`src/logic/trap_config.svh`:
```
`ifndef TRAP_CONFIG_SVH
`define TRAP_CONFIG_SVH

// Address and instruction word width
`define TRAP_XLEN 32

// Register index width
`define TRAP_REG_W 5

`endif

```
`src/logic/trap_pkg.sv`:
```
`default_nettype none

`include "trap_config.svh"

package trap_pkg;

    // Hazard codes, in no particular priority
    typedef enum logic [2:0] {
        HAZ_NONE        = 3'd0,
        HAZ_FLUSH_EARLY = 3'd1,
        HAZ_STALL_EARLY = 3'd2,
        HAZ_STALL_MEM   = 3'd3,
        HAZ_FLUSH_ALL   = 3'd4
    } hazard_e;

    // mcause exception codes
    typedef enum logic [4:0] {
        TRAP_MISALIGNED_PC    = 5'd0,
        TRAP_ILLEGAL_INST     = 5'd2,
        TRAP_INST_PAGE_FAULT  = 5'd12,
        TRAP_LOAD_PAGE_FAULT  = 5'd13,
        TRAP_STORE_PAGE_FAULT = 5'd15,
        TRAP_NONE             = 5'h1f
    } trap_e;

    typedef enum logic [1:0] {
        STAGE_ID  = 2'd0,
        STAGE_EX  = 2'd1,
        STAGE_MEM = 2'd2
    } stage_e;

    // Faults known at fetch
    typedef struct packed {
        logic                  pc_misaligned;
        logic                  inst_page_fault;
        logic [`TRAP_XLEN-1:0] fault_va;
    } fetch_fault_t;

    // Fetch faults plus decode result
    typedef struct packed {
        fetch_fault_t          fetch;
        logic                  illegal_inst;
        logic [`TRAP_XLEN-1:0] fault_inst;
    } decode_fault_t;

endpackage

`default_nettype wire

```
`src/logic/hazard_detect.sv`:
```
`default_nettype none

`include "trap_config.svh"

module hazard_detect (
    input  logic [`TRAP_REG_W-1:0] id_rs1,
    input  logic [`TRAP_REG_W-1:0] id_rs2,
    input  logic [`TRAP_REG_W-1:0] ex_rd,
    input  logic                   ex_mem_read,
    input  logic                   branch_taken,
    input  logic                   csr_redirect,
    input  logic                   jump_taken,
    input  logic                   imem_stall,
    input  logic                   dmem_stall,
    input  trap_pkg::trap_e        trap_cause,
    output trap_pkg::hazard_e      hazard_code
);

    logic full_redirect;
    logic mem_stall;
    logic load_use;

    // Branch resolved in EX, CSR writes, or a trap taken at MEM
    assign full_redirect = branch_taken | csr_redirect |
                           (trap_cause != trap_pkg::TRAP_NONE);

    assign mem_stall = imem_stall | dmem_stall;

    // x0 is never a real dependence
    assign load_use = ex_mem_read && (ex_rd != '0) &&
                      ((ex_rd == id_rs1) || (ex_rd == id_rs2));

    ////////////////////////////////////////////////////////////////////////////
    // Priority resolve
    ////////////////////////////////////////////////////////////////////////////

    always_comb begin
        if (full_redirect) begin
            hazard_code = trap_pkg::HAZ_FLUSH_ALL;
        end else if (mem_stall) begin
            hazard_code = trap_pkg::HAZ_STALL_MEM;
        end else if (load_use) begin
            hazard_code = trap_pkg::HAZ_STALL_EARLY;
        end else if (jump_taken) begin
            hazard_code = trap_pkg::HAZ_FLUSH_EARLY;
        end else begin
            hazard_code = trap_pkg::HAZ_NONE;
        end
    end

endmodule

`default_nettype wire

```
`src/logic/hazard_unit.sv`:
```
`default_nettype none

`include "trap_config.svh"

module hazard_unit (
    input  logic                   clk,
    input  logic                   rst_n,

    // Load-use
    input  logic [`TRAP_REG_W-1:0] id_rs1,
    input  logic [`TRAP_REG_W-1:0] id_rs2,
    input  logic [`TRAP_REG_W-1:0] ex_rd,
    input  logic                   ex_mem_read,

    // Redirects
    input  logic                   branch_taken,
    input  logic                   csr_redirect,
    input  logic                   jump_taken,

    input  logic                   imem_stall,
    input  logic                   dmem_stall,

    // Fetch side faults
    input  logic                   pc_misaligned,
    input  logic                   imem_inst_fault,
    input  logic [`TRAP_XLEN-1:0]  imem_fault_va,

    // Decode
    input  logic                   illegal_inst,
    input  logic [`TRAP_XLEN-1:0]  id_inst,

    // Data side faults
    input  logic                   dmem_inst_fault,
    input  logic                   dmem_load_fault,
    input  logic                   dmem_store_fault,

    output trap_pkg::hazard_e      hazard_code,
    output trap_pkg::trap_e        trap_cause,
    output logic [`TRAP_XLEN-1:0]  trap_inst,
    output logic [`TRAP_XLEN-1:0]  trap_va
);

    trap_pkg::fetch_fault_t  if_fault;
    trap_pkg::fetch_fault_t  id_fault;
    trap_pkg::decode_fault_t ex_d;
    trap_pkg::decode_fault_t ex_fault;
    trap_pkg::decode_fault_t mem_fault;

    assign if_fault.pc_misaligned   = pc_misaligned;
    assign if_fault.inst_page_fault = imem_inst_fault;
    assign if_fault.fault_va        = imem_fault_va;

    // Fetch flags joined with the decode result
    assign ex_d.fetch        = id_fault;
    assign ex_d.illegal_inst = illegal_inst;
    assign ex_d.fault_inst   = id_inst;

    hazard_detect i_hazard_detect (
        .id_rs1       (id_rs1),
        .id_rs2       (id_rs2),
        .ex_rd        (ex_rd),
        .ex_mem_read  (ex_mem_read),
        .branch_taken (branch_taken),
        .csr_redirect (csr_redirect),
        .jump_taken   (jump_taken),
        .imem_stall   (imem_stall),
        .dmem_stall   (dmem_stall),
        .trap_cause   (trap_cause),
        .hazard_code  (hazard_code)
    );

    ////////////////////////////////////////////////////////////////////////////
    // Fault pipeline IF -> ID -> EX -> MEM
    ////////////////////////////////////////////////////////////////////////////

    stage_reg #(
        .payload_t (trap_pkg::fetch_fault_t),
        .stage     (trap_pkg::STAGE_ID)
    ) i_stage_id (
        .clk         (clk),
        .rst_n       (rst_n),
        .hazard_code (hazard_code),
        .d           (if_fault),
        .q           (id_fault)
    );

    stage_reg #(
        .payload_t (trap_pkg::decode_fault_t),
        .stage     (trap_pkg::STAGE_EX)
    ) i_stage_ex (
        .clk         (clk),
        .rst_n       (rst_n),
        .hazard_code (hazard_code),
        .d           (ex_d),
        .q           (ex_fault)
    );

    stage_reg #(
        .payload_t (trap_pkg::decode_fault_t),
        .stage     (trap_pkg::STAGE_MEM)
    ) i_stage_mem (
        .clk         (clk),
        .rst_n       (rst_n),
        .hazard_code (hazard_code),
        .d           (ex_fault),
        .q           (mem_fault)
    );

    trap_select i_trap_select (
        .mem_fault        (mem_fault),
        .dmem_inst_fault  (dmem_inst_fault),
        .dmem_load_fault  (dmem_load_fault),
        .dmem_store_fault (dmem_store_fault),
        .trap_cause       (trap_cause),
        .trap_inst        (trap_inst),
        .trap_va          (trap_va)
    );

endmodule

`default_nettype wire

```
`src/logic/stage_reg.sv`:
```
`default_nettype none

module stage_reg #(
    parameter type             payload_t = logic,
    parameter trap_pkg::stage_e stage    = trap_pkg::STAGE_ID
) (
    input  logic              clk,
    input  logic              rst_n,
    input  trap_pkg::hazard_e hazard_code,
    input  payload_t          d,
    output payload_t          q
);

    logic clear;
    logic hold;

    // Per-stage reaction to the hazard code
    always_comb begin
        clear = 1'b0;
        hold  = 1'b0;
        case (hazard_code)
            trap_pkg::HAZ_FLUSH_ALL: clear = 1'b1;
            trap_pkg::HAZ_STALL_MEM: hold  = 1'b1;
            trap_pkg::HAZ_STALL_EARLY: begin
                // ID freezes, EX takes a bubble, MEM drains
                hold  = (stage == trap_pkg::STAGE_ID);
                clear = (stage == trap_pkg::STAGE_EX);
            end
            trap_pkg::HAZ_FLUSH_EARLY: clear = (stage == trap_pkg::STAGE_ID);
            default: ;
        endcase
    end

    always_ff @(posedge clk or negedge rst_n) begin
        if (!rst_n) begin
            q <= '0;
        end else if (clear) begin
            q <= '0;
        end else if (!hold) begin
            q <= d;
        end
    end

endmodule

`default_nettype wire

```
`src/logic/trap_select.sv`:
```
`default_nettype none

`include "trap_config.svh"

module trap_select (
    input  trap_pkg::decode_fault_t mem_fault,
    input  logic                    dmem_inst_fault,
    input  logic                    dmem_load_fault,
    input  logic                    dmem_store_fault,
    output trap_pkg::trap_e         trap_cause,
    output logic [`TRAP_XLEN-1:0]   trap_inst,
    output logic [`TRAP_XLEN-1:0]   trap_va
);

    // Older faults carried from IF and ID win over data side
    always_comb begin
        if (mem_fault.fetch.pc_misaligned) begin
            trap_cause = trap_pkg::TRAP_MISALIGNED_PC;
        end else if (mem_fault.fetch.inst_page_fault) begin
            trap_cause = trap_pkg::TRAP_INST_PAGE_FAULT;
        end else if (mem_fault.illegal_inst) begin
            trap_cause = trap_pkg::TRAP_ILLEGAL_INST;
        end else if (dmem_inst_fault) begin
            trap_cause = trap_pkg::TRAP_INST_PAGE_FAULT;
        end else if (dmem_load_fault) begin
            trap_cause = trap_pkg::TRAP_LOAD_PAGE_FAULT;
        end else if (dmem_store_fault) begin
            trap_cause = trap_pkg::TRAP_STORE_PAGE_FAULT;
        end else begin
            trap_cause = trap_pkg::TRAP_NONE;
        end
    end

    // For mtval
    assign trap_inst = mem_fault.fault_inst;
    assign trap_va   = mem_fault.fetch.fault_va;

endmodule

`default_nettype wire

```
`config.mk`:
```
export PLATFORM = sky130hd
export DESIGN_NAME = hazard_unit
export DESIGN_NICKNAME = d
export VERILOG_FILES = /design/src/logic/trap_pkg.sv /design/src/logic/hazard_detect.sv /design/src/logic/hazard_unit.sv /design/src/logic/stage_reg.sv /design/src/logic/trap_select.sv
export VERILOG_INCLUDE_DIRS = /design/src /design/src/logic
export SDC_FILE = /design/constraint.sdc
export NUM_CORES = 1
export LEC_CHECK = 0
export ABC_AREA = 1
export BUFFER_PORTS_ARGS = -buffer_cell sky130_fd_sc_hd__buf_2
export CORE_MARGIN = 3
export CORE_UTILIZATION = 51
export CTS_CLUSTER_SIZE = 10
export DETAILED_ROUTE_END_ITERATION = 16
export PLACE_DENSITY_LB_ADDON = 0.15
export SKIP_CTS_REPAIR_TIMING = 1
export SLEW_MARGIN = 30
export SYNTH_ARGS = -nofsm -noshare
export SYNTH_HDL_FRONTEND = slang
export SYNTH_HIERARCHICAL = 1
export SYNTH_SLANG_ARGS = --single-unit
export TNS_END_PERCENT = 1
```
`constraint.sdc`:
```
create_clock -name clk -period 1.95 [get_ports clk]
set_input_delay 0.0975 -clock clk [delete_from_list [all_inputs] [get_ports clk]]
set_output_delay 0.0975 -clock clk [all_outputs]
set_load 0.02 [all_outputs]
```
==> run_results.csv <==
group,metric,value,unit
run_status,status,"complete, but fails checks",
run_status,violations,"negative hold slack, negative setup slack",
sta,setup_violations,170,
synthesis,synth_most_common_cell,"nand2_1",
clocking,cts_htree_levels,4,
synthesis,synth.yosys.seq_area_share,48.8,%
sta,hold_violations,37,
detailed_routing,ant_nets,0,
synthesis,synthFlopType,"dfrtp_1",
floorplanning,io_pins,165,
synthesis,synth_xor_area_share,0.203,%
global_routing,grt_max_degree,53,
floorplanning,dieHeight,136,um
detailed_routing,drt-total-wl,20800,um
synthesis,syn-num-nets,1191,
clocking,cts_root_buf,"clkbuf_16",
synthesis,synthArstFlopShare,100,%
detailed_routing,wl_per_cell,14.2,um
setup_path,worstPathArrival,2.52,ns
synthesis,yosys.area.top_type,"dfrtp_1",
synthesis,synth-seq-cells,168,
clocking,clockBufferDepth,2,
setup_path,end_kind,"flip-flop",
cells_and_area,drive_gt1_share,26.5,%
setup_path,crit_path_max_fanout,6,
cells_and_area,layoutNonFillerInstCount,1465,
sta,fmax,452,MHz
global_routing,grt_pass1_wl,32500,um
synthesis,synth_cells,1098,
synthesis,syn_area_per_cell,7.85,um^2
clocking,cts_buffers,17,
detailed_routing,drt_iter0_markers,455,
setup_path,startpoint_type,"flip-flop",
place,gp_congestion,0.790,
place,io_buffers,164,
synthesis,synth-simple-area-share,34.3,%
sta,period_share,114,%
clocking,cts_tree,"done",
sta,holdWs,-0.0310,ns
synthesis,synth_top_family_by_area,"simple AND/OR/NAND/NOR gates",
place,place_inst,1396,
detailed_routing,drcViolationCount,0,
synthesis,yosysTopAreaCellShare,48.8,%
detailed_routing,dr.pass1.iters,4,
synthesis,synth_fa_ha_area_share,0,%
synthesis,synth_edf_count,0,
place,dp_hpwl,13000,um
clocking,clkTransAtPathRegs,0.06,ns
place,pre_cts_slack,-0.324,ns
power_and_ir_drop,leakage,0.00624,uW
sta,tightestPinTransition,0.503,ns
synthesis,synth_mux_area_share,0,%
global_routing,antenna_found_initial,0,
global_routing,grt_overflow_total,0,
setup_path,worstSetupPathType,"flip-flop to flip-flop",
synthesis,yosys_warnings,6,
sta,setup_ws,-0.265,ns
sta,slew_violations,0,
cells_and_area,final_nets,1330,
floorplanning,row_count,46,
cells_and_area,area_growth,24.3,%
synthesis,netlist_area,8620,um^2
worst_hold_path,holdCritPathClass,"input port to flip-flop",
synthesis,yosys-top-cells-area,"dfrtp_1 (49%), nand2_1 (17%), buf_4 (6.5%), inv_1 (5.2%), nand4_1 (5.0%)",
clocking,cts_sinks,168,
run,maxCapViolations,0,
sta,rsz0062_at_grt,"yes",
cells_and_area,fill_cells,1384,
detailed_routing,vias_per_cell,4.92,
synthesis,synth_compound_area_share,0.261,%
power_and_ir_drop,power_density,702,nW/um^2
sta,maxSlewHeadroom,66.4,%
clocking,clk_latency,0.42,ns
synthesis,ys_types,24,
floorplanning,core,16200,um^2
setup_path,cp.required,2.26,ns
global_routing,grt_use_total,21.8,%
synthesis,synth_common_cells,"nand2_1 (400), dfrtp_1 (168), inv_1 (120)",
floorplanning,fp.dieW,136,um
detailed_routing,vias,7202,
floorplanning,die-area,18500,um^2
sta,skew,0.00585,ns
floorplanning,start_util,53.1,%
power_and_ir_drop,ir_drop,597,uV
cells_and_area,diodes,0,
sta,period_needed,2.21,ns
global_routing,grt_pass1_vias,6601,
## placed cells by master (no fill, tap or decap), types with 7 or more instances in the layout
master,Yosys,layout
dlygate4sd3_1,0,16
nand3_1,40,35
buf_6,12,10
buf_2,31,161
nand2_2,6,7
buf_12,1,22
nand3_2,31,35
inv_1,120,119
clkbuf_16,0,26
nor2_1,114,110
nand4_1,69,69
dfrtp_1,168,168
nand2_1,400,396
buf_4,75,34
## registers in the layout, indices dropped and copies added (netlist names)
register,flops
i_stage_ex/q,67
i_stage_mem/q,67
i_stage_id/q,34
## worst max-delay path: stages, from the launching register on
cell and delay (ns):
dfrtp_1 0.38, inv_2 0.06, nor2_2 0.05, nor2_4 0.11, nand2_2 0.08, nor3_4 0.13, nand4_1 0.12, buf_6 0.15
a21oi_4 0.12, buf_6 0.13, nand2_4 0.05, nor2_4 0.13, buf_6 0.14, buf_12 0.15, clkbuf_16 0.14, nor2_1 0.03
nand2_1 0.06, nand2_1 0.06
## power breakdown
| group | switching (uW) | internal (uW) |
|---|---|---|
| Combinational | 205 | 163 |
| Clock | 1350 | 2300 |
| Sequential | 3.91 | 3490 |
## cell families (layout without fill, tap and decap cells)
group	Yosys count	after routing
AO/OA/AOI/OAI	3	3
AND/OR/NAND/NOR	666	666
XOR/XNOR	2	2
flip-flops	168	168
buffers and inverters	259	410
## final timing paths
kind / cells past startpoint / slack, ns / startpoint / to
min: 5 / -0.03 / id_inst[26] / i_stage_ex/q[26]
max reg2reg: 17 / -0.26 / i_stage_mem/q[32] / i_stage_ex/q[28]
min in group asynchronous: 2 / 0.19 / rst_n / i_stage_mem/q[52]
min reg2reg: 2 / 0.47 / i_stage_ex/q[2] / i_stage_ex/q[2]
max in group asynchronous: 3 / 1.04 / rst_n / i_stage_ex/q[63]
max: 17 / -0.26 / i_stage_mem/q[32] / i_stage_ex/q[28]
## layout make-up
class,instances,area (um^2),share of cell area [%]
repair buffers,254,2030,18.9
multi-input cells,671,3100,28.9
well taps,216,270,2.52
inverters,125,469,4.38
clock inverters,12,199,1.86
flip-flops and latches,168,4200,39.2
clock buffers,19,443,4.13
## per-stage QoR
step	util [%]	cell area (um^2)	TNS (ns)	power, uW
floorplan	-	8710	-60.92	3680
global placement	58.4	9480	-34.25	3900
detailed placement	58.4	9480	-40.59	3900
CTS	62.4	10100	-46.62	7570
global route	66.0	10700	-51.26	7790
finish	66.0	10700	-29.87	7520
## per-layer routing
layer / GRT usage [%] / share of wire (%) / up-vias / routed length [um]
li1: - / - / 3586 / -
met3: 4.81 / 5.0 / 18 / 1040
met5: 0 / 0 / - / 0
met1: 31.7 / 46 / 3428 / 9610
met2: 33.3 / 48 / 170 / 9910
met4: 5.82 / 1.1 / 0 / 234
Power figures use the tool's default switching activity.
